## src/verilog/conv_params.svh

```systemverilog
`ifndef CONV_PARAMS_SVH
`define CONV_PARAMS_SVH

// number of parallel mac lanes, one output channel each
`define CONV_LANES 4

// pixel and weight value width
`define CONV_DATA_W 8

// memory word width
`define CONV_WORD_W 32

// memory depths in words
`define CONV_IMG_DEPTH 256
`define CONV_OUT_DEPTH 512
`define CONV_W_DEPTH 32
`define CONV_P_DEPTH 8

// largest kernel is 3x3
`define CONV_MAX_TAPS 9

`endif

```

## src/verilog/conv_pkg.sv

```systemverilog
`include "conv_params.svh"

package conv_pkg;

  typedef logic signed [`CONV_DATA_W-1:0] pixel_t;
  typedef logic [1:0] wcode_t;
  typedef logic signed [19:0] acc_t;
  typedef logic [15:0] addr_t;

  // 0 params, 1 weights, 2 image, 3 output
  typedef logic [1:0] mem_sel_t;

  typedef enum logic [6:0] {
    S_IDLE       = 7'b0000001,
    S_READ_PARAM = 7'b0000010,
    S_READ_QUANT = 7'b0000100,
    S_READ_W     = 7'b0001000,
    S_CONV       = 7'b0010000,
    S_NEXT_GROUP = 7'b0100000,
    S_FINISH     = 7'b1000000
  } ctrl_state_t;

  typedef struct packed {
    logic        en;
    logic        we;
    mem_sel_t    sel;
    addr_t       addr;
    logic [31:0] wdata;
  } host_req_t;

  typedef struct packed {
    pixel_t     pos_w;
    pixel_t     neg_w1;
    pixel_t     neg_w2;
    logic [4:0] shift;
  } quant_t;

  typedef struct packed {
    logic                         valid;
    logic                         first;
    logic                         last;
    logic                         pad;
    wcode_t [`CONV_LANES-1:0]     code;
  } tap_t;

  // weight load strobe with its tap slot
  typedef struct packed {
    logic       valid;
    logic [3:0] idx;
  } wload_t;

endpackage

```

## src/verilog/mac_unit.sv

```systemverilog
`include "conv_params.svh"

module mac_unit
  import conv_pkg::*;
(
  input  logic   clk,
  input  logic   rst,
  input  wload_t load_w,
  input  wcode_t w_code,
  input  tap_t   tap,
  input  pixel_t pixel,
  input  quant_t quant,
  output pixel_t result
);

  wcode_t             codes [`CONV_MAX_TAPS];
  logic [3:0]         ptr;
  logic [3:0]         rd_idx;
  wcode_t             code;
  pixel_t             weight;
  logic signed [15:0] prod;
  acc_t               prod_q;
  acc_t               acc;
  acc_t               acc_nx;
  acc_t               shifted;
  pixel_t             sat;
  logic               v_q, first_q, last_q;

  // kernel codes in tap order
  always_ff @(posedge clk) begin
    if (load_w.valid) begin
      codes[load_w.idx] <= w_code;
    end
  end

  assign rd_idx = tap.first ? 4'd0 : ptr;
  assign code   = codes[rd_idx];

  always_ff @(posedge clk or negedge rst) begin
    if (!rst) begin
      ptr <= '0;
    end else if (load_w.valid) begin
      ptr <= '0;
    end else if (tap.valid) begin
      ptr <= tap.last ? 4'd0 : rd_idx + 4'd1;
    end
  end

  // codebook
  always_comb begin
    case (code)
      2'd0:    weight = '0;
      2'd1:    weight = quant.pos_w;
      2'd2:    weight = quant.neg_w1;
      default: weight = quant.neg_w2;
    endcase
  end

  // padded taps contribute nothing
  assign prod = tap.pad ? 16'sd0 : pixel * weight;

  always_ff @(posedge clk or negedge rst) begin
    if (!rst) begin
      v_q     <= 1'b0;
      first_q <= 1'b0;
      last_q  <= 1'b0;
    end else begin
      v_q     <= tap.valid;
      first_q <= tap.valid && tap.first;
      last_q  <= tap.valid && tap.last;
    end
  end

  always_ff @(posedge clk) begin
    prod_q <= acc_t'(prod);
  end

  assign acc_nx  = (first_q ? 20'sd0 : acc) + prod_q;
  assign shifted = acc_nx >>> quant.shift;

  always_comb begin
    if (shifted > 127) begin
      sat = 8'sd127;
    end else if (shifted < -128) begin
      sat = -8'sd128;
    end else begin
      sat = shifted[7:0];
    end
  end

  always_ff @(posedge clk) begin
    if (v_q) begin
      acc <= acc_nx;
    end
    if (last_q) begin
      result <= sat;
    end
  end

endmodule

```

## config.mk

```make
export PLATFORM = sky130hd
export DESIGN_NAME = mac_unit
export DESIGN_NICKNAME = d
export VERILOG_FILES = /design/src/verilog/conv_pkg.sv /design/src/verilog/mac_unit.sv
export VERILOG_INCLUDE_DIRS = /design/src /design/src/verilog
export SDC_FILE = /design/constraint.sdc
export NUM_CORES = 1
export LEC_CHECK = 0
export BUFFER_PORTS_ARGS = -buffer_cell sky130_fd_sc_hd__buf_2
export CORE_ASPECT_RATIO = 1.25
export CORE_UTILIZATION = 35
export CTS_BUF_LIST = sky130_fd_sc_hd__clkbuf_8
export CTS_CLUSTER_DIAMETER = 150
export DETAILED_ROUTE_END_ITERATION = 8
export PLACE_DENSITY = 0.54
export SLEW_MARGIN = 25
export SYNTH_ARGS = -nofsm -noshare
export SYNTH_HDL_FRONTEND = slang
export SYNTH_SLANG_ARGS = --single-unit
```

## constraint.sdc

```tcl
create_clock -name clk -period 9.55 [get_ports clk]
set_clock_uncertainty 0.1 [all_clocks]
set_input_delay 0.4775 -clock clk [delete_from_list [all_inputs] [get_ports clk]]
set_output_delay 0.4775 -clock clk [all_outputs]
set_load 0.02 [all_outputs]
```

Word level (Yosys, flattened, before mapping):

Memory sizes are Yosys's and may differ from the RTL's.
Index checks and enable logic that the tools add are counted.

* add/sub/neg operators: 2
* $mul: 1
* $lt $le $gt $ge: 2
* equal/unequal tests: 2
* shift-type cells: 1
* multiplexer cells: 10
* reductions and logical operators: 4

Operator list (count)
* one-hot mux 8 bit (3 select lines): 1
* adder 20 x 16 -> 20 bit: 1
* greater-than comparator 20 x 8 -> 1 bit (second input constant): 1
* < comparator 20 x 8 -> 1 bit (second input constant): 1
* two-way mux 20 bit: 1
* >>> shifter 20 x 5 -> 20 bit: 1
* multiplier 8 x 8 -> 16 bit: 1
* two-way mux 16 bit: 1
* two-way mux 4 bit: 4
* two-way mux 8 bit: 1
* adder 4 x 1 -> 4 bit (second input constant): 1
* == test 2 x 1 -> 1 bit (second input constant): 1
* == test 2 bit (second input constant): 1
* logical AND 1 bit: 2
* logical NOT 2 bit: 1
* two-way mux 1 bit: 2
* nonzero test 2 bit: 1

* bits in registers: 51
* memory bits (writable): 18
* input port bits: 58
* output and inout port bits: 8
* word-level logic and storage cells: 31
* memories kept: 1

Memory list
* codes: depth 9, width 2, read ports 1, clocked after memory_dff 0, wr ports 1, RTL line mac_unit.sv:16 `` wcode_t codes [`CONV_MAX_TAPS]; ``

Longest topological paths before layout:

An unclocked memory read counts as a cell.

* depth after elaboration: 6
* gate-level depth with buffers: 32
* depth with buffers taken out: 29

Least setup slack after synthesis:

No wires, ideal clock.

* kind: register -> register
* start point: register ptr[0]
* end point: register prod_q[15] (netlist name)
* library setup time: 128 ps
* arrival: 6424 ps
* required time: 9322 ps
* path slack: 2899 ps
* cell stages (with the launch flop): 27
* path buffers: 3
* clock period less this slack: 6651 ps
* path through: dfrtp_1 > clkbuf_1 > mux4_2 > a21oi_1 > o21ai_0 > o31a_1 > clkbuf_1 > and2_1 > clkbuf_1 > a21oi_1 > or2_2 > fa_1 > fa_1 > fa_1 > fa_1 > inv_1 > ha_1 > inv_1 > o21bai_1 > a21oi_1 > o21bai_1 > a21oi_1 > nor2b_1 > o21a_1 > o41a_1 > xnor2_1 > nor2_1

* word-level cells in the longest chain between the ends: 6

RTL lines
* start, declared: RTL line mac_unit.sv:17 `logic [3:0] ptr;`
* start signal, assigned: RTL line mac_unit.sv:45 `ptr <= tap.last ? 4'd0 : rd_idx + 4'd1;`
* two-way mux 4 bit (*): RTL line mac_unit.sv:36 `assign rd_idx = tap.first ? 4'd0 : ptr;`
* memory read (9 x 2 bit) (*)
* == test 2 bit, or another cell as far along: RTL line mac_unit.sv:51 `case (code)`
* one-hot mux 8 bit (3 select lines) (*): RTL line mac_unit.sv:51
* multiplier 8 x 8 -> 16 bit (*): RTL line mac_unit.sv:60 `assign prod = tap.pad ? 16'sd0 : pixel * weight;`
* two-way mux 16 bit (*): RTL line mac_unit.sv:60

Every way passes the cells marked *; elsewhere a longest branch is shown, timed or not.
A chain may end at the register's enable or synchronous reset.

Final worst setup path:

* start point: register ptr[0]
* end point: register prod_q[15] (netlist name)

* word-level cells in the longest chain between the ends: 6

RTL lines (RTL line)
* two-way mux 4 bit (*): mac_unit.sv:36
* memory read (9 x 2 bit) (*)
* == test 2 bit, or another cell as far along: mac_unit.sv:51
* one-hot mux 8 bit (3 select lines) (*): mac_unit.sv:51
* multiplier 8 x 8 -> 16 bit (*): mac_unit.sv:60
* two-way mux 16 bit (*): mac_unit.sv:60

Marks and branches as above.

==> flow_summary.toml <==
[finish]
diodes = 0
footprint_of_the_flip_flops_and_latches_mm2 = 0.00188
postLayoutCellArea_mm2 = 0.00856
flow.area_growth_from_synthesis_pct = 9.11
finish.net_count = 1094
multi_input_area_mm2 = 0.00543
nFillCells = 2274
post_route_cells_drive_above_1_share_pct = 11.6

[setup_path]
critical_path_buf_inv_count = 2
reg2regPathDepth = 23
endpoint_required_time_on_the_critical_path_ps = 9690
timing.critical_path.fanout_max = 10
cp-startpoint = "ptr[0]"
timing_worst_setup_path_type = "flop to flop"
timing.critical_path.max_delay_family = "adder cells"
cp_slowest_stage_delay_ps = 600
r2r_setup_slack_ps = 2410
worst_r2r_startpoint = "ptr[0]"
timing.rr.end = "prod_q[15]"
cp_num_cells = 23
start_kind = "flop"
crit_path_top_delay_cell = "a32oi_1"
timing.critical_path.arrival_ps = 7290
timing.critical_path.cells = "mux4_2 > nor2b_1 > o21ai_0 > a32oi_1 > and2_1 > a21oi_1 > or2_2 > fa_1 > fa_1 > fa_1 > fa_1 > inv_1 > ha_1 > inv_1 > o21bai_1 > a21oi_1 > o21bai_1 > a21oi_1 > nor2b_1 > o21a_1 > o41a_1 > xnor2_1 > nor2_1"
cpMostUsedCell = "fa_1"
endpoint = "prod_q[15]"
critPathCaptureType = "flop"

[floorplanning]
ios = 66
design.core.area_mm2 = 0.0218
placementRows = 60
initial_core_utilization_pct = 36.0
fp.dieArea_mm2 = 0.0230
chipHeight_um = 169
floorplan.die.width_um = 136

[sta]
max_clock_freq_mhz = 140
final_max_slew_viol_count = 0
post-route-period-util_pct = 74.8
final_period_minus_worst_setup_slack_ps = 7140
setup_slack_ps = 2410
setup_viol = 0
worst_slew_pin_slew_ps = 1060
rsz0062_at_grt = "no"
hold_viol_final = 0
slew-limit-headroom_pct = 29.4
setup-tns-final_ps = 0

[flow_run]
cap_violations = 0

[synthesis]
avg_synthesized_cell_area_um2 = 8.79
synth_cells = 893
syn_area_mm2 = 0.00785
synth_fp_nets = 1056
netlist-cell-type-count = 85
async_flop_share_pct = 10.1
synth.top_cells.by_area = "edfxtp_1 (18%), fa_1 (14%), ha_1 (7.8%)"
synthDominantCellAreaShare_pct = 17.6
netlist.top_cell.by_area = "edfxtp_1"
yosys_warnings = 0
ys.flop_type = "edfxtp_1"
synth-edff-count = 46
seq_area_frac_synth_pct = 23.9
postSynthRegisterBits = 69

[routing]
initialDrtViolationCount = 259
dr_total_vias = 6528
totalWireLength_um = 19000
detail_route.wl_per_cell_um = 15.7
final_antenna_net_count = 0
first_pass_drt_iterations = 5
drc_errors = 0
post_drt_via_cell_ratio = 5.37

[global_route]
grtUsageMet1_pct = 22.5
grt_start_max_net_pins = 28
grt.busiest_layer = "met2"
grt_util_all_layers_pct = 17.6
grt_use_met2_pct = 30.1
grt_first_pass_wirelength_um = 32300
global_route.usage.met3_pct = 2.45
grt_pass1_vias = 6441
antenna_found_initial = 0
grt-ovfl-total = 0

[place]
placement.cell_area_mm2 = 0.00836
dpl_worst_slack_ps = 2290
place_congestion = 0.922
total_of_buffers_placed_on_input_and_output_ports = 57
dpl.hpwl_um = 15200

[clocking]
tritoncts = "yes"
ctsRootBufferMaster = "clkbuf_8"
clk_latency_ps = 360
cts_inserted_buffers = 9
number_of_levels_in_the_clock_h_tree = 3
clk_pin_slew_ps = 100
cts_buffer_depth = 2
cts.repair.resized = 0
tritoncts_num_sinks = 69

[status]
run_status = "completed"

[hold_path]
timing.hold.worst.class = "input port to flop"

[pwr]
pwr_density_cell_mw_per_mm2 = 282
p_leak_nw = 3.64
worst_ir_drop_on_vdd_mv = 0.140
[flip-flops by register name (all words and copies together) (netlist names)]
register	cells
first_q	1
v_q	1
acc	20
prod_q	16
ptr	4
last_q	1
codes	18
result	8
[cell usage in the layout (no fill, tap or decap), types with 9 or more instances in the layout]
| cell type | synthesis | final |
|---|---|---|
| inv_1 | 103 | 103 |
| nor2_1 | 77 | 77 |
| nand2_1 | 61 | 61 |
| a21oi_1 | 60 | 60 |
| buf_2 | 7 | 57 |
| fa_1 | 56 | 56 |
| ha_1 | 49 | 49 |
| edfxtp_1 | 46 | 46 |
| and2_1 | 44 | 44 |
| o21ai_0 | 38 | 38 |
| nor2b_1 | 27 | 27 |
| xnor2_1 | 22 | 22 |
| nor3_1 | 21 | 21 |
| mux2i_1 | 20 | 20 |
| dfxtp_1 | 16 | 16 |
| a211oi_1 | 15 | 15 |
| nand3_1 | 14 | 14 |
| o211ai_1 | 11 | 11 |
| o21ai_1 | 10 | 10 |
| nand4_1 | 10 | 10 |
| clkbuf_8 | 0 | 9 |
[layer usage]
| metal | up-vias | share of wire (%) |
|---|---|---|
| met5 | - | 0 |
| met4 | 0 | 2.3 |
| met3 | 33 | 3.7 |
| met2 | 159 | 49 |
| met1 | 3095 | 45 |
| li1 | 3241 | - |
[repair_timing]
action                    in CTS  in global routing
hold buffers                   1                  0
buffers inserted               0                  0
hold endpoints to repair       7                  0
[where the power goes]
part	internal, W	switching [W]	total [W]
Combinational	0.000671	0.00105	0.00172
Clock	0.000101	0.000137	0.000238
Sequential	0.000433	0.0000255	0.000459
[kinds of logic after synthesis]
logic type	Yosys count	synth area share (%)
AND/OR/NAND/NOR	297	19.5
AO/OA/AOI/OAI	221	18.8
buffers and inverters	139	6.91
adder cells (fa/ha/maj)	105	22.1
flip-flops	69	23.9
multiplexers	32	5.47
XOR/XNOR	30	3.35
[through the flow]
| stage | hold slack (ps) | total power (W) | instances | util (%) |
|---|---|---|---|---|
| after global routing | 165 | 0.00266 | 1215 | 39.3 |
| after detailed placement | 225 | 0.00217 | 1198 | 38.4 |
| after floorplan | 81.9 | 0.00178 | 893 | - |
| after global placement | 224 | 0.00217 | 1198 | 38.4 |
| final | 182 | 0.00241 | 1215 | 39.3 |
| after CTS | 159 | 0.00242 | 1215 | 39.3 |
[cell usage after synthesis, types with 4 or more instances]
cell type and instances:
o21a_1 8, clkbuf_1 27, nor3_1 21, or2_2 4, fa_1 56, nand3_1 14, dfrtp_1 7, o21bai_1 6
and3_1 6, a21o_1 7, dfxtp_1 16, xor2_1 8, ha_1 49, nor2_1 77, mux2i_1 20, buf_2 7
a211oi_1 15, a211o_1 4, and2_1 44, inv_1 103, a21oi_1 60, o21ai_0 38, nand2_1 61, nor4_1 7
edfxtp_1 46, o21ai_1 10, nor2b_1 27, nand2b_1 6, mux4_2 8, a31oi_1 7, nand4_1 10, o211ai_1 11
xnor2_1 22
[worst register-to-register path: cells and delay by family (launching register included)]
| kind | cells | cell delay (ps) |
|---|---|---|
| XOR/XNOR | 1 | 140 |
| adder cells (fa/ha/maj) | 5 | 2360 |
| flip-flops | 1 | 570 |
| AO/OA/AOI/OAI | 9 | 2150 |
| AND/OR/NAND/NOR | 5 | 1010 |
| buffers and inverters | 2 | 140 |
| multiplexers | 1 | 560 |
[worst min path at each step]
stage	endpoint	startpoint	depth (start not counted)
2_1_floorplan	first_q	rst	0
3_3_place_gp	ptr[2]	rst	1
3_5_place_dp	ptr[2]	rst	1
4_1_cts	v_q	tap[11]	1
5_1_grt	v_q	tap[11]	1
6_report	v_q	tap[11]	1
[final cells by class]
cell class	count	area share [%]
clock buffers	9	1.45
clock inverters	7	0.746
inverters	103	4.52
multi-input cells	685	63.4
flip-flops and latches	69	21.9
well taps	279	4.08
repair buffers	63	3.89
(Power assumes the default switching activity.)
