===== src/verilog/conv_params.svh =====
`ifndef CONV_PARAMS_SVH
`define CONV_PARAMS_SVH

// number of parallel mac lanes, one output channel each
`define CONV_LANES 4

// pixel and weight value width
`define CONV_DATA_W 8

// memory word width
`define CONV_WORD_W 32

// memory depths in words
`define CONV_IMG_DEPTH 256
`define CONV_OUT_DEPTH 512
`define CONV_W_DEPTH 32
`define CONV_P_DEPTH 8

// largest kernel is 3x3
`define CONV_MAX_TAPS 9

`endif


===== src/verilog/conv_pkg.sv =====
`include "conv_params.svh"

package conv_pkg;

  typedef logic signed [`CONV_DATA_W-1:0] pixel_t;
  typedef logic [1:0] wcode_t;
  typedef logic signed [19:0] acc_t;
  typedef logic [15:0] addr_t;

  // 0 params, 1 weights, 2 image, 3 output
  typedef logic [1:0] mem_sel_t;

  typedef enum logic [6:0] {
    S_IDLE       = 7'b0000001,
    S_READ_PARAM = 7'b0000010,
    S_READ_QUANT = 7'b0000100,
    S_READ_W     = 7'b0001000,
    S_CONV       = 7'b0010000,
    S_NEXT_GROUP = 7'b0100000,
    S_FINISH     = 7'b1000000
  } ctrl_state_t;

  typedef struct packed {
    logic        en;
    logic        we;
    mem_sel_t    sel;
    addr_t       addr;
    logic [31:0] wdata;
  } host_req_t;

  typedef struct packed {
    pixel_t     pos_w;
    pixel_t     neg_w1;
    pixel_t     neg_w2;
    logic [4:0] shift;
  } quant_t;

  typedef struct packed {
    logic                         valid;
    logic                         first;
    logic                         last;
    logic                         pad;
    wcode_t [`CONV_LANES-1:0]     code;
  } tap_t;

  // weight load strobe with its tap slot
  typedef struct packed {
    logic       valid;
    logic [3:0] idx;
  } wload_t;

endpackage


===== src/verilog/conv_ctrl.sv =====
`include "conv_params.svh"

module conv_ctrl
  import conv_pkg::*;
(
  input  logic        clk,
  input  logic        rst,
  input  logic        start,
  input  logic [31:0] p_rdata,
  input  logic [31:0] w_rdata,
  output logic        finish,
  output addr_t       p_addr,
  output addr_t       w_addr,
  output addr_t       in_addr,
  output logic        in_re,
  output addr_t       out_addr,
  output logic        out_we,
  output wload_t      load_w,
  output quant_t      quant,
  output tap_t        tap
);

  ctrl_state_t state, state_nx;
  logic [15:0] cnt;

  // row_col, out_ch, k, shift from oldest to newest
  logic [3:0][15:0] par_q;
  logic [15:0] row_col;
  logic [15:0] out_ch;
  logic [15:0] k;
  logic [7:0]  k2;
  logic [15:0] groups;
  logic [15:0] grp;
  logic        last_grp;
  addr_t       w_base;
  addr_t       out_ptr;

  logic signed [16:0] pr, pc, ki, kj;
  logic signed [16:0] rc_s, k_s, pad_s;
  logic signed [16:0] ir, ic, lin;
  logic [3:0]  tix;
  logic        outside;
  logic        last_tap;
  logic        conv_done;

  logic        t_valid, t_first, t_last, t_pad;
  addr_t       t_addr;
  logic [1:0]  we_pipe;
  addr_t       addr_pipe [2];

  assign row_col  = par_q[3];
  assign out_ch   = par_q[2];
  assign k        = par_q[1];
  assign k2       = k[3:0] * k[3:0];
  assign groups   = (out_ch + 16'd3) >> 2;
  assign last_grp = grp == groups - 16'd1;

  assign rc_s  = $signed({1'b0, row_col});
  assign k_s   = $signed({1'b0, k});
  assign pad_s = k_s >>> 1;

  // padded image coordinate of the current tap
  assign ir      = pr + ki - pad_s;
  assign ic      = pc + kj - pad_s;
  assign outside = ir < 0 || ir >= rc_s || ic < 0 || ic >= rc_s;
  assign lin     = ir * rc_s + ic;

  assign last_tap  = tix == k2[3:0] - 4'd1;
  assign conv_done = last_tap && pr == rc_s - 1 && pc == rc_s - 1;

  always_comb begin
    state_nx = state;
    case (state)
      S_IDLE:       if (start) state_nx = S_READ_PARAM;
      S_READ_PARAM: if (cnt == 16'd4) state_nx = S_READ_QUANT;
      S_READ_QUANT: if (cnt == 16'd1) state_nx = S_READ_W;
      S_READ_W:     if (cnt == {8'd0, k2}) state_nx = S_CONV;
      S_CONV:       if (conv_done) state_nx = S_NEXT_GROUP;
      S_NEXT_GROUP: begin
        if (cnt == 16'd2) state_nx = last_grp ? S_FINISH : S_READ_W;
      end
      S_FINISH:     if (start) state_nx = S_READ_PARAM;
      default:      state_nx = S_IDLE;
    endcase
  end

  always_ff @(posedge clk or negedge rst) begin
    if (!rst) begin
      state <= S_IDLE;
      cnt   <= '0;
    end else begin
      state <= state_nx;
      cnt   <= (state_nx != state) ? 16'd0 : cnt + 16'd1;
    end
  end

  assign finish  = state == S_FINISH;
  assign p_addr  = (state == S_READ_PARAM) ? cnt : 16'd4;
  assign w_addr  = (state == S_READ_W) ? w_base + cnt : w_base + {12'd0, tix};
  assign in_re   = state == S_CONV && !outside;
  assign in_addr = lin[15:0];

  // parameter shift chain and quant word
  always_ff @(posedge clk or negedge rst) begin
    if (!rst) begin
      par_q <= '0;
      quant <= '0;
    end else begin
      if (state == S_READ_PARAM && cnt != 16'd0) begin
        par_q <= {par_q[2:0], p_rdata[15:0]};
      end
      if (state == S_READ_QUANT && cnt == 16'd1) begin
        quant.pos_w  <= p_rdata[31:24];
        quant.neg_w1 <= p_rdata[23:16];
        quant.neg_w2 <= p_rdata[15:8];
        quant.shift  <= par_q[0][4:0];
      end
    end
  end

  always_ff @(posedge clk or negedge rst) begin
    if (!rst) begin
      grp    <= '0;
      w_base <= '0;
    end else if (state == S_READ_PARAM) begin
      grp    <= '0;
      w_base <= '0;
    end else if (state == S_NEXT_GROUP && cnt == 16'd2 && !last_grp) begin
      grp    <= grp + 16'd1;
      w_base <= w_base + {8'd0, k2};
    end
  end

  // weight data returns one cycle after the address
  always_ff @(posedge clk or negedge rst) begin
    if (!rst) begin
      load_w <= '0;
    end else begin
      load_w.valid <= state == S_READ_W && cnt < {8'd0, k2};
      load_w.idx   <= cnt[3:0];
    end
  end

  // pixel and tap walk, row-major in both
  always_ff @(posedge clk or negedge rst) begin
    if (!rst) begin
      pr      <= '0;
      pc      <= '0;
      ki      <= '0;
      kj      <= '0;
      tix     <= '0;
      out_ptr <= '0;
    end else if (state == S_READ_W) begin
      pr      <= '0;
      pc      <= '0;
      ki      <= '0;
      kj      <= '0;
      tix     <= '0;
      out_ptr <= grp;
    end else if (state == S_CONV) begin
      if (last_tap) begin
        tix     <= '0;
        ki      <= '0;
        kj      <= '0;
        out_ptr <= out_ptr + groups;
        if (pc == rc_s - 1) begin
          pc <= '0;
          pr <= pr + 17'sd1;
        end else begin
          pc <= pc + 17'sd1;
        end
      end else begin
        tix <= tix + 4'd1;
        if (kj == k_s - 1) begin
          kj <= '0;
          ki <= ki + 17'sd1;
        end else begin
          kj <= kj + 17'sd1;
        end
      end
    end
  end

  // tap stage lines up with image and weight read data
  always_ff @(posedge clk or negedge rst) begin
    if (!rst) begin
      t_valid <= 1'b0;
      t_first <= 1'b0;
      t_last  <= 1'b0;
      t_pad   <= 1'b0;
      we_pipe <= '0;
    end else begin
      t_valid <= state == S_CONV;
      t_first <= state == S_CONV && tix == 4'd0;
      t_last  <= state == S_CONV && last_tap;
      t_pad   <= state == S_CONV && outside;
      we_pipe <= {we_pipe[0], t_last};
    end
  end

  always_ff @(posedge clk) begin
    t_addr       <= out_ptr;
    addr_pipe[0] <= t_addr;
    addr_pipe[1] <= addr_pipe[0];
  end

  // mac result settles two cycles after the last tap
  assign out_we   = we_pipe[1];
  assign out_addr = addr_pipe[1];

  always_comb begin
    tap.valid = t_valid;
    tap.first = t_first;
    tap.last  = t_last;
    tap.pad   = t_pad;
    for (int n = 0; n < `CONV_LANES; n++) begin
      tap.code[n] = w_rdata[2*n +: 2];
    end
  end

endmodule


===== config.mk =====
export PLATFORM = sky130hd
export DESIGN_NAME = conv_ctrl
export DESIGN_NICKNAME = d
export VERILOG_FILES = /design/src/verilog/conv_pkg.sv /design/src/verilog/conv_ctrl.sv
export VERILOG_INCLUDE_DIRS = /design/src /design/src/verilog
export SDC_FILE = /design/constraint.sdc
export NUM_CORES = 1
export LEC_CHECK = 0
export BUFFER_PORTS_ARGS = -buffer_cell sky130_fd_sc_hd__buf_2
export CAP_MARGIN = 5
export CORE_MARGIN = 8
export CORE_UTILIZATION = 45
export CTS_BUF_LIST = sky130_fd_sc_hd__clkbuf_16
export DETAILED_ROUTE_END_ITERATION = 10
export PLACE_DENSITY = 0.72
export SLEW_MARGIN = 30
export SYNTH_ARGS = -nofsm -noshare
export SYNTH_HDL_FRONTEND = slang
export SYNTH_SLANG_ARGS = --single-unit

===== constraint.sdc =====
create_clock -name clk -period 12.25 [get_ports clk]
set_input_delay 1.225 -clock clk [delete_from_list [all_inputs] [get_ports clk]]
set_output_delay 1.225 -clock clk [all_outputs]
set_load 0.005 [all_outputs]

Word level (Yosys, flattened, before mapping)
Memories as Yosys holds them, arrays and structs flattened.
Index checks and enable logic that the tools add are counted.
{"block": "op_classes", "n_addsub": 21, "multipliers": 2, "order_cmp": 5, "eq_ne": 17, "muxes": 37, "n_reduce_logical": 27}
{"op": "$mux W17", "count": 16}
{"op": "$mux W16", "count": 10}
{"op": "$add A17 B2 Y17 const B", "count": 4}
{"op": "$eq A17 B17 Y1", "count": 3}
{"op": "$mux W7", "count": 7}
{"op": "$pmux W7 S6", "count": 1}
{"op": "$add A17 B17 Y17", "count": 2}
{"op": "$ge A17 B17 Y1", "count": 2}
{"op": "$lt A17 B1 Y1 const B", "count": 2}
{"op": "$sub A16 B1 Y17 const B", "count": 2}
{"op": "$sub A17 B16 Y17", "count": 2}
{"op": "$add A16 B1 Y16 const B", "count": 2}
{"op": "$add A16 B16 Y16", "count": 2}
{"op": "$mul A17 B17 Y16", "count": 1}
{"op": "$add A16 B14 Y16", "count": 1}
{"op": "$add A16 B2 Y16 const B", "count": 1}
{"op": "$add A16 B4 Y16", "count": 1}
{"op": "$add A16 B8 Y16", "count": 1}
{"op": "$eq A16 B1 Y1 const B", "count": 1}
{"op": "$eq A16 B16 Y1", "count": 1}
{"op": "$eq A16 B2 Y1 const B", "count": 1}
{"op": "$eq A16 B3 Y1 const B", "count": 1}
{"op": "$eq A16 B8 Y1", "count": 1}
{"op": "$lt A16 B8 Y1", "count": 1}
{"op": "24 further kinds", "count": 43}
{"block": "totals", "regBits": 263, "mem_bits_rw": 32, "inputBits": 67, "output_inout_bits": 113, "elab_cells": 136, "memories": 1}
{"memory": "addr_pipe", "depth": 2, "word_bits": 16, "rd": 2, "rd_ports_with_merged_regs": 0, "write_ports": 2, "line": "conv_ctrl.sv:49", "text": "addr_t addr_pipe [2];"}

Logic depth before layout (Yosys ltp)
Gate-level depths: netlist (run 1).
{"block": "depth", "depth_word": 9, "ltp_mapped": 32}

Least setup slack after synthesis (run 1)
No wires, ideal clock.
{"block": "synth_timing", "path_type": "register to output", "startpoint": "register par_q, in the netlist k[5]", "endpoint": "output in_addr[15]", "arrival_ns": 7.732, "t_required_ns": 11.025, "path_slack_ns": 3.293, "path_stages_with_launch": 28, "n_path_buf": 0, "path_cell_list": "dfrtp_1 fa_1 inv_1 ha_1 or3_1 or2_0 o22ai_1 o211ai_1 a21oi_1 xnor2_1 and2_1 fa_1 inv_1 fa_1 fa_1 fa_1 fa_1 fa_1 xnor2_1 xnor2_1 xnor2_1 xnor2_1 xnor2_1 xnor3_1 xnor2_1 xnor2_1 xnor3_1 xnor3_1"}
{"block": "synth_between", "elab_chain_len": 3, "word_cells_on_any_way": 4}
{"item": "from (decl)", "line": "conv_ctrl.sv:27", "text": "logic [3:0][15:0] par_q;"}
{"item": "from (signal assigned)", "line": "conv_ctrl.sv:110", "text": "par_q <= {par_q[2:0], p_rdata[15:0]};"}
{"item": "$sub A17 B16 Y17", "line": "conv_ctrl.sv:63", "text": "assign ir = pr + ki - pad_s;"}
{"item": "$mul A17 B17 Y16", "line": "conv_ctrl.sv:66", "text": "assign lin = ir * rc_s + ic;"}
{"item": "$add A16 B16 Y16 *", "line": "conv_ctrl.sv:66"}
{"item": "to (decl)", "line": "conv_ctrl.sv:14", "text": "output addr_t in_addr,"}
Mark *: on every way between the ends. The rest lies on a longest branch, timed or not.

Worst setup path in the final report (run 1)
{"block": "layout_timing", "startpoint": "register par_q, in the netlist k[4]", "endpoint": "output in_addr[15]"}
The elaborated chain is that of the path after synthesis.

==> key figures, run 1 <==
STA
  • Fmax: 0.09380 GHz
  • Final Max Tran Viols: 0
  • Hold slack: 0.3259 ns
  • RSZ-0062 raised after global routing: false
  • PnR worst setup slack: 1.590 ns
  • Slew HR: 36.68%
  • Fin. Hold Viols: 0
  • Final Setup Violations: 0
  • Worst Tran Pin Value: 0.9430 ns
  • Setup TNS: 0 ns
  • Final min period: 10.66 ns
  • Tcrit/Tclk final: 87.02%
  • Final setup skew: 0.02226 ns

Synthesis
  • FFs w/ async S/R, synth: 83.73%
  • Largest family of logic cells by synthesized area: adder cells
  • Distinct cells, synth: 91
  • Post-synthesis adder-cell area fraction: 21.14%
  • Syn. warnings: 0
  • Mapped Nets: 3040
  • Leading cell types by total area after synthesis: dfrtp_1 (26%), ha_1 (11%), fa_1 (10%)
  • Seq cells post-synth: 295
  • Mux cell area share after synthesis: 4.015%
  • Post-synth EDFFs: 0
  • Syn Inst Count: 2641
  • Synth Area in Compound Gates: 9.612%
  • Post-synth top area share: 25.52%
  • Post-Synth Simple-Gate Area: 16.96%
  • Sequential element share of the synthesized area: 29.61%
  • Synth Area per Inst: 9.133 um^2
  • Synth area leader: dfrtp_1
  • Post-synth top flop: dfrtp_1
  • Synth Area in XOR/XNOR: 10.43%
  • Mapped cell area: 0.02412 mm^2

Power and ir drop
  • Power Density: 316.5 mW/mm^2
  • Worst vdd ir: 0.4377 mV
  • P_leak: 12.37 nW

CTS
  • H-tree levels: 1
  • Total CTS buffers: 30
  • CTS-repair resized insts: 0
  • Clock latency on the worst-skew pair: 0.59 ns
  • CTS sink count: 295
  • Post-CTS Setup Inserts: 0
  • Cts hold-fix bufs: 0
  • Clock tree buffer depth: 3
  • CTS tree: built
  • Root buf cell: clkbuf_16
  • Reg clk slew, reported paths: 0.06 ns

Worst setup path
  • CP max stage cell: fa_1
  • Crit path launch type: flop
  • Crit Path Max Fanout: 8
  • CP Capture Type: output pin
  • CP Class: flop to output pin
  • Crit path arrival time: 9.44 ns
  • CP most frequent cell: xnor2_1
  • Worst EP required: 11.02 ns
  • Worst stage delay on the critical path: 0.60 ns

Floorplanning
  • Die ar.: 0.06127 mm^2
  • Chip Height: 247.5 um
  • Area of the core: 0.05339 mm^2
  • FP Rows: 85
  • Initial Utilization: 45.18%
  • Chip Width: 247.5 um
  • Number of I/O pins: 180

Global route
  • Initial antenna violation count: 2
  • Total gr overflow: 0
  • GRT Total Usage: 21.03%
  • Largest net degree at the start of global routing: 116
  • First-pass GRT wire length: 103300 um
  • Vias in the first global route: 19294

Drt
  • WL met3: 4429 um
  • Met2 WL: 31050 um
  • 1st-pass router iterations: 8
  • DR vias/cell: 5.545
  • Met1 WL: 27420 um
  • Detailed Route Iter0 Violations: 1566
  • DR vias: 19029
  • Max Used Layer: met5
  • Final WL: 65090 um
  • Post-DR wirelength/cell: 18.96 um
  • Detail Route Antenna Nets: 0
  • Number of remaining DRC errors: 0

Layout
  • # fillers: 4911
  • Layout cell share with drive strength beyond 1: 12.68%
  • Fin nets: 3112
  • P&R area growth vs syn: 9.368%
  • Ant. Diodes: 0
  • Design area: 0.02638 mm^2

Run status
  • Status: completed

Placement
  • DP Area: 0.02531 mm^2
  • Pre-CTS setup slack: 2.212 ns
  • RePlAce Congestion: 0.9281
  • HPWL after DPL: 50020 um
  • Port bufs: 139

Flow run
  • MaxCap Viol Count: 0

Worst hold path
  • Tightest Hold Check Type: flop to flop
## Yosys cell counts (all sizes together) (78+ instances only)
library cell / instances
o21ai: 129
ha: 206
nor2: 180
and2: 83
fa: 126
nand2: 188
mux2: 78
a21oi: 84
clkbuf: 79
inv: 363
xnor2: 209
dfrtp: 246
## where the power goes
part / switching (W) / total, W / leakage (nW) / internal (W)
sequential: 0.000259 / 0.00133 / 3.71 / 0.00107
combinational: 0.00320 / 0.00605 / 8.13 / 0.00286
clock: 0.000405 / 0.000964 / 0.528 / 0.000559
## layer usage
metal	global-route usage, %	vias up
met5	0	-
met4	7.524	2
met3	2.410	138
met2	35.73	709
met1	27.54	9312
li1	-	8868
## final cells by class
class,count,area (um^2),share of cell area (%)
Inverter,364,1366,5.179
Tap cell,696,870.8,3.301
Sequential cell,295,7143,27.08
Multi-Input combinational cell,1856,15020,56.94
Clock inverter,23,239.0,0.9059
Clock buffer,32,800.8,3.035
Timing Repair Buffer,166,939.7,3.562
## per-stage QoR
stage                     utilization (%)  cells  total power, W
final                               49.41   3432        0.008349
after global routing                49.41   3432        0.009185
after CTS                           49.35   3431        0.008446
after detailed placement            47.40   3376        0.007435
after global placement              47.38   3375        0.007276
after floorplan                         -   2641        0.005663
## state kept, by name (all words and copies together), names as in the netlist, 17 cells and up
| name | count |
|---|---|
| addr_pipe | 32 |
| kj | 17 |
| pr | 17 |
| quant | 29 |
| pc | 17 |
| ki | 17 |
## worst max-delay path: cells and delay by family (launching register included)
family | cells | cell delay (ns)
XOR/XNOR | 11 | 2.83
AND/OR/NAND/NOR | 3 | 0.52
flip-flops | 1 | 0.56
adder cells (fa/ha/maj) | 8 | 3.75
AO/OA/AOI/OAI | 4 | 0.91
buffers and inverters | 3 | 0.29
## logic make-up after synthesis
group	count (synthesis)
and+or+nand+nor	796
buffers and inverters	490
AOI/OAI and AO/OA	368
adders and majority gates	332
DFF	295
xor gates and xnor gates	273
muxes	87
## path summary, 6_finish.rpt
kind	end	start	cells past startpoint	slack, ns
worst min-delay path	addr_pipe[0][2]	t_addr[2]	0	0.33
worst min register to register	addr_pipe[0][2]	t_addr[2]	0	0.33
worst max-delay path	in_addr[15]	k[4]	29	1.59
min in group asynchronous	cnt[14]	rst	1	0.49
max in group asynchronous	row_col[0]	rst	3	9.94
worst max register to register	t_pad	k[2]	24	6.59
## cells in the final DEF (no fill, tap or decap), types with 78 or more instances in the layout
| cell | netlist | routed |
|---|---|---|
| nor2_1 | 168 | 168 |
| fa_1 | 126 | 126 |
| and2_1 | 83 | 83 |
| inv_1 | 362 | 366 |
| dfrtp_1 | 246 | 246 |
| xnor2_1 | 207 | 206 |
| a21oi_1 | 84 | 83 |
| ha_1 | 206 | 206 |
| nand2_1 | 185 | 185 |
| o21ai_0 | 127 | 127 |
| mux2_2 | 78 | 78 |
| buf_2 | 10 | 138 |
Note: power is estimated with default switching activity, not from simulation.
==> run 2, diff against run 1 <==
--- a/config.mk
+++ b/config.mk
@@ -9,10 +9,10 @@
 export BUFFER_PORTS_ARGS = -buffer_cell sky130_fd_sc_hd__buf_2
 export CAP_MARGIN = 5
 export CORE_MARGIN = 8
-export CORE_UTILIZATION = 45
+export CORE_UTILIZATION = 30
 export CTS_BUF_LIST = sky130_fd_sc_hd__clkbuf_16
 export DETAILED_ROUTE_END_ITERATION = 10
-export PLACE_DENSITY = 0.72
+export PLACE_DENSITY = 0.55
 export SLEW_MARGIN = 30
 export SYNTH_ARGS = -nofsm -noshare
 export SYNTH_HDL_FRONTEND = slang
==> constraint.sdc (replaced) <==
create_clock -name clk -period 13 [get_ports clk]
set_input_delay 1.3 -clock clk [delete_from_list [all_inputs] [get_ports clk]]
set_output_delay 1.3 -clock clk [all_outputs]
set_load 0.005 [all_outputs]
==> key figures, run 2 (same netlist as run 1, synthesis figures left out) <==
Placement
  • DP Area: 0.02581 mm^2
  • HPWL after DPL: 51110 um
  • Port bufs: 139
  • RePlAce Congestion: 0.8953

CTS
  • CTS tree: built
  • Total CTS buffers: 31
  • Clock tree buffer depth: 3
  • Root buf cell: clkbuf_16
  • CTS sink count: 295
  • Post-CTS Setup Inserts: 0
  • Reg clk slew, reported paths: 0.07 ns
  • Clock latency on the worst-skew pair: 0.60 ns
  • H-tree levels: 1
  • Cts hold-fix bufs: 0
  • CTS-repair resized insts: 0

Floorplanning
  • Die ar.: 0.08973 mm^2
  • Chip Height: 299.6 um
  • Initial Utilization: 30.14%
  • FP Rows: 104
  • Area of the core: 0.08003 mm^2
  • Chip Width: 299.6 um
  • Number of I/O pins: 180

Drt
  • Max Used Layer: met4
  • Detailed Route Iter0 Violations: 1000
  • Number of remaining DRC errors: 0
  • 1st-pass router iterations: 5
  • DR vias: 18197
  • DR vias/cell: 4.786
  • Met1 WL: 31440 um
  • Met2 WL: 30060 um
  • Detail Route Antenna Nets: 0
  • WL met3: 2961 um
  • Final WL: 66250 um
  • Post-DR wirelength/cell: 17.42 um

Global route
  • Total gr overflow: 0
  • Largest net degree at the start of global routing: 121
  • Vias in the first global route: 18333
  • Initial antenna violation count: 0
  • First-pass GRT wire length: 105600 um
  • GRT Total Usage: 14.57%

Worst setup path
  • CP top delay family: adder cells
  • CP Capture Type: output pin
  • Worst stage delay on the critical path: 0.66 ns
  • Critical path buffers and inverters: 7
  • Worst EP required: 11.70 ns
  • Crit path launch type: flop
  • Crit Path Max Fanout: 6
  • CP max stage cell: xor2_1
  • Crit path arrival time: 9.71 ns
  • CP Class: flop to output pin

STA
  • Fmax: 0.09079 GHz
  • Tcrit/Tclk final: 84.73%
  • Setup TNS: 0 ns
  • Worst Tran Pin Value: 1.015 ns
  • Final Setup Violations: 0
  • Final min period: 11.01 ns
  • Slew HR: 32.29%
  • RSZ-0062 raised after global routing: false
  • Fin. Hold Viols: 0
  • Final Max Tran Viols: 0
  • Final setup skew: 0.02170 ns

Flow run
  • MaxCap Viol Count: 0

Layout
  • Biggest regs: addr_pipe (32), quant (29)
  • Ant. Diodes: 0
  • Layout cell share with drive strength beyond 1: 13.13%
  • P&R area growth vs syn: 11.80%
  • Top reg by flops: addr_pipe
  • Most common cell after layout, fill and taps aside: inv_1
  • # fillers: 8280
  • Commonest non-fill, non-tap cells in the layout: inv_1 (363), dfrtp_1 (246), xnor2_1 (206), ha_1 (206), nand2_1 (185)
  • Fin nets: 3117
  • Multi-input logic area: 0.01505 mm^2
  • Design area: 0.02697 mm^2
  • Max reg flops: 32
  • FF/Latch Area: 0.007143 mm^2

Power and ir drop
  • P_leak: 12.41 nW
  • Power Density: 294.6 mW/mm^2
  • Worst vdd ir: 0.3916 mV

Worst hold path
  • Tightest Hold Check Type: flop to flop

Run status
  • Status: completed
==> run 2: changes by cell type in the layout (fill, tap and decap cells not counted), sizes merged <==
| cell | previous run | this run |
|---|---|---|
| clkbuf | 32 | 33 |
| buf | 166 | 170 |
| clkinv | 12 | 13 |
==> run 2: final cells by class <==
class,count,area share [%]
inverters,364,5.067
clock inverters,24,0.9512
flip-flops and latches,295,26.49
multi-input cells,1856,55.83
clock buffers,33,3.062
repair buffers,170,3.684
well taps,1060,4.918
==> run 2: worst paths after layout <==
kind	from	to	slack, ns	depth (start not counted)
worst max-delay path	pr[1]	in_addr[15]	1.99	30
worst min-delay path	addr_pipe[0][14]	addr_pipe[0][30]	0.32	0
worst max register to register	k[1]	t_pad	7.15	24
worst min register to register	addr_pipe[0][14]	addr_pipe[0][30]	0.32	0
max in group asynchronous	rst	row_col[5]	11.03	4
min in group asynchronous	rst	quant[23]	0.61	1
==> run 2: routing by layer <==
layer / vias up / global-route usage (%)
li1: 8886 / -
met4: 0 / 3.954
met5: - / 0
met1: 8833 / 20.06
met2: 391 / 24.02
met3: 87 / 1.803
==> run 2: through the flow <==
stage               cells  worst slack, ns  utilization, %  power (W)  hold slack, ns
global route         3802            1.544           33.70   0.008818          0.3306
CTS                  3800            2.034           33.60   0.008091          0.3243
floorplan            2641            3.968               -   0.005336          0.3096
global placement     3741            2.734           32.21   0.007048          0.3129
finish               3802            1.985           33.70   0.007943          0.3230
detailed placement   3743            2.709           32.25   0.007087          0.3132
==> run 2: power breakdown <==
| part | switching, W | internal [W] |
|---|---|---|
| clock | 0.000403 | 0.000544 |
| combinational | 0.00306 | 0.00270 |
| sequential | 0.000219 | 0.00101 |
==> run 3, diff against run 2 <==
--- a/config.mk
+++ b/config.mk
@@ -12,7 +12,7 @@
 export CORE_UTILIZATION = 30
 export CTS_BUF_LIST = sky130_fd_sc_hd__clkbuf_16
 export DETAILED_ROUTE_END_ITERATION = 10
-export PLACE_DENSITY = 0.55
+export PLACE_DENSITY = 0.56
 export SLEW_MARGIN = 30
 export SYNTH_ARGS = -nofsm -noshare
 export SYNTH_HDL_FRONTEND = slang
==> constraint.sdc (replaced) <==
create_clock -name clk -period 9.6 [get_ports clk]
set_input_delay 0.96 -clock clk [delete_from_list [all_inputs] [get_ports clk]]
set_output_delay 0.96 -clock clk [all_outputs]
set_load 0.005 [all_outputs]
==> key figures, run 3 (same netlist as run 1, synthesis figures left out) <==
STA
  • PnR worst setup slack: 0.1430 ns
  • Fin. Hold Viols: 0
  • Fmax: 0.1057 GHz
  • Setup TNS: 0 ns
  • Tcrit/Tclk final: 98.51%
  • Worst Tran Pin Value: 0.9207 ns
  • Final min period: 9.457 ns
  • Hold slack: 0.3188 ns
  • Final Setup Violations: 0
  • Final Max Tran Viols: 0
  • RSZ-0062 raised after global routing: true
  • Slew HR: 38.45%
  • Final setup skew: 0.02818 ns

Layout
  • Fin nets: 3161
  • Top reg by flops: addr_pipe
  • P&R area growth vs syn: 13.74%
  • Most common cell after layout, fill and taps aside: inv_1
  • Ant. Diodes: 0
  • Design area: 0.02744 mm^2
  • Layout cell share with drive strength beyond 1: 16.09%
  • Max reg flops: 32
  • Biggest regs: addr_pipe (32), quant (29)
  • Commonest non-fill, non-tap cells in the layout: inv_1 (358), dfrtp_1 (244), xnor2_1 (199)

CTS
  • H-tree levels: 2
  • CTS sink count: 295
  • Total CTS buffers: 34
  • Clock latency on the worst-skew pair: 0.53 ns
  • Reg clk slew, reported paths: 0.07 ns
  • Clock tree buffer depth: 3
  • CTS tree: built
  • Root buf cell: clkbuf_16
  • Cts hold-fix bufs: 0

Power and ir drop
  • Worst vdd ir: 0.6823 mV
  • Power, Total: 0.01123 W
  • Power Density: 409.3 mW/mm^2
  • P_leak: 12.66 nW

Drt
  • Max Used Layer: met4
  • Detailed Route Iter0 Violations: 1074
  • DR vias/cell: 4.825
  • Number of remaining DRC errors: 0
  • DR vias: 18553
  • Met2 WL: 31600 um
  • Met1 WL: 30770 um
  • WL met3: 3562 um
  • 1st-pass router iterations: 5
  • Detail Route Antenna Nets: 0
  • Post-DR wirelength/cell: 17.55 um
  • Final WL: 67480 um

Worst setup path
  • Crit path launch type: flop
  • Worst EP required: 8.64 ns
  • CP Capture Type: output pin
  • CP Class: flop to output pin
  • Crit Path Max Fanout: 4
  • Crit path arrival time: 8.50 ns

Floorplanning
  • Chip Width: 299.6 um
  • Die ar.: 0.08973 mm^2
  • Chip Height: 299.6 um
  • FP Rows: 104
  • Initial Utilization: 30.14%
  • Area of the core: 0.08003 mm^2
  • Number of I/O pins: 180

Global route
  • Total gr overflow: 0
  • First-pass GRT wire length: 106300 um
  • Largest net degree at the start of global routing: 68
  • Initial antenna violation count: 0
  • GRT Total Usage: 14.77%
  • Vias in the first global route: 18535

Placement
  • DP Area: 0.02598 mm^2
  • RePlAce Congestion: 0.8836
  • Port bufs: 139
  • Pre-CTS setup slack: 0.09465 ns
  • HPWL after DPL: 51530 um

Worst hold path
  • Tightest Hold Check Type: flop to flop

Flow run
  • MaxCap Viol Count: 0

Run status
  • Status: completed
run 3: final cells by class:
cell class / instances / area (um^2)
flip-flops and latches: 295 / 7146
clock inverters: 24 / 177.7
fillers: 8278 / 52590
clock buffers: 35 / 875.8
repair buffers: 211 / 1264
well taps: 1060 / 1326
inverters: 364 / 1366
multi-input cells: 1856 / 15280
run 3: per-layer routing:
metal | up-vias | global-route usage (%)
met5 | - | 0
met4 | 0 | 3.713
met3 | 87 | 2.272
met2 | 424 | 24.77
met1 | 9064 | 19.82
li1 | 8978 | -
run 3: metrics by stage:
| step | std cells | util (%) |
|---|---|---|
| 3_3_place_gp | 3768 | 32.44 |
| 5_1_grt | 3845 | 34.28 |
| 2_1_floorplan | 2641 | - |
| 3_5_place_dp | 3769 | 32.47 |
| 4_1_cts | 3837 | 33.99 |
| 6_report | 3845 | 34.28 |
run 3: worst paths after layout:
path	from	endpoint	slack (ns)	depth (start not counted)
max	k[9]	in_addr[15]	0.14	27
min	addr_pipe[0][11]	addr_pipe[0][27]	0.32	0
max reg2reg	k[1]	t_pad	4.23	25
min reg2reg	addr_pipe[0][11]	addr_pipe[0][27]	0.32	0
max in group asynchronous	rst	pr[8]	7.87	2
min in group asynchronous	rst	quant[21]	0.41	1
run 3: timing repair:
item | CTS | global route
gates resized for setup | 18 | 43
endpoints found under the hold margin | 0 | 0
pin swaps | 19 | 36
endpoints found under the setup margin | 1 | 1
buffers inserted | 9 | 8
run 3: critical path: stages, from the launching register on:
cell      delay, ns
dfrtp_1        0.46
fa_1           0.56
inv_1          0.04
ha_1           0.35
or2_2          0.32
a21boi_1       0.33
o31ai_4        0.11
a21oi_2        0.22
xnor2_2        0.11
and2_4         0.17
fa_1           0.52
inv_2          0.04
fa_1           0.55
fa_1           0.43
fa_1           0.53
fa_1           0.43
fa_2           0.38
xnor2_2        0.15
xnor2_1        0.14
xnor2_1        0.25
xnor2_1        0.19
xnor2_1        0.18
xnor3_1        0.28
xnor2_1        0.18
xnor2_1        0.14
xnor3_1        0.42
xnor3_2        0.31
buf_6          0.15
run 3: power breakdown:
part,switching [W],total (W),internal [W]
Sequential,0.000286,0.00166,0.00137
Combinational,0.00440,0.00831,0.00391
Clock,0.000543,0.00126,0.000719
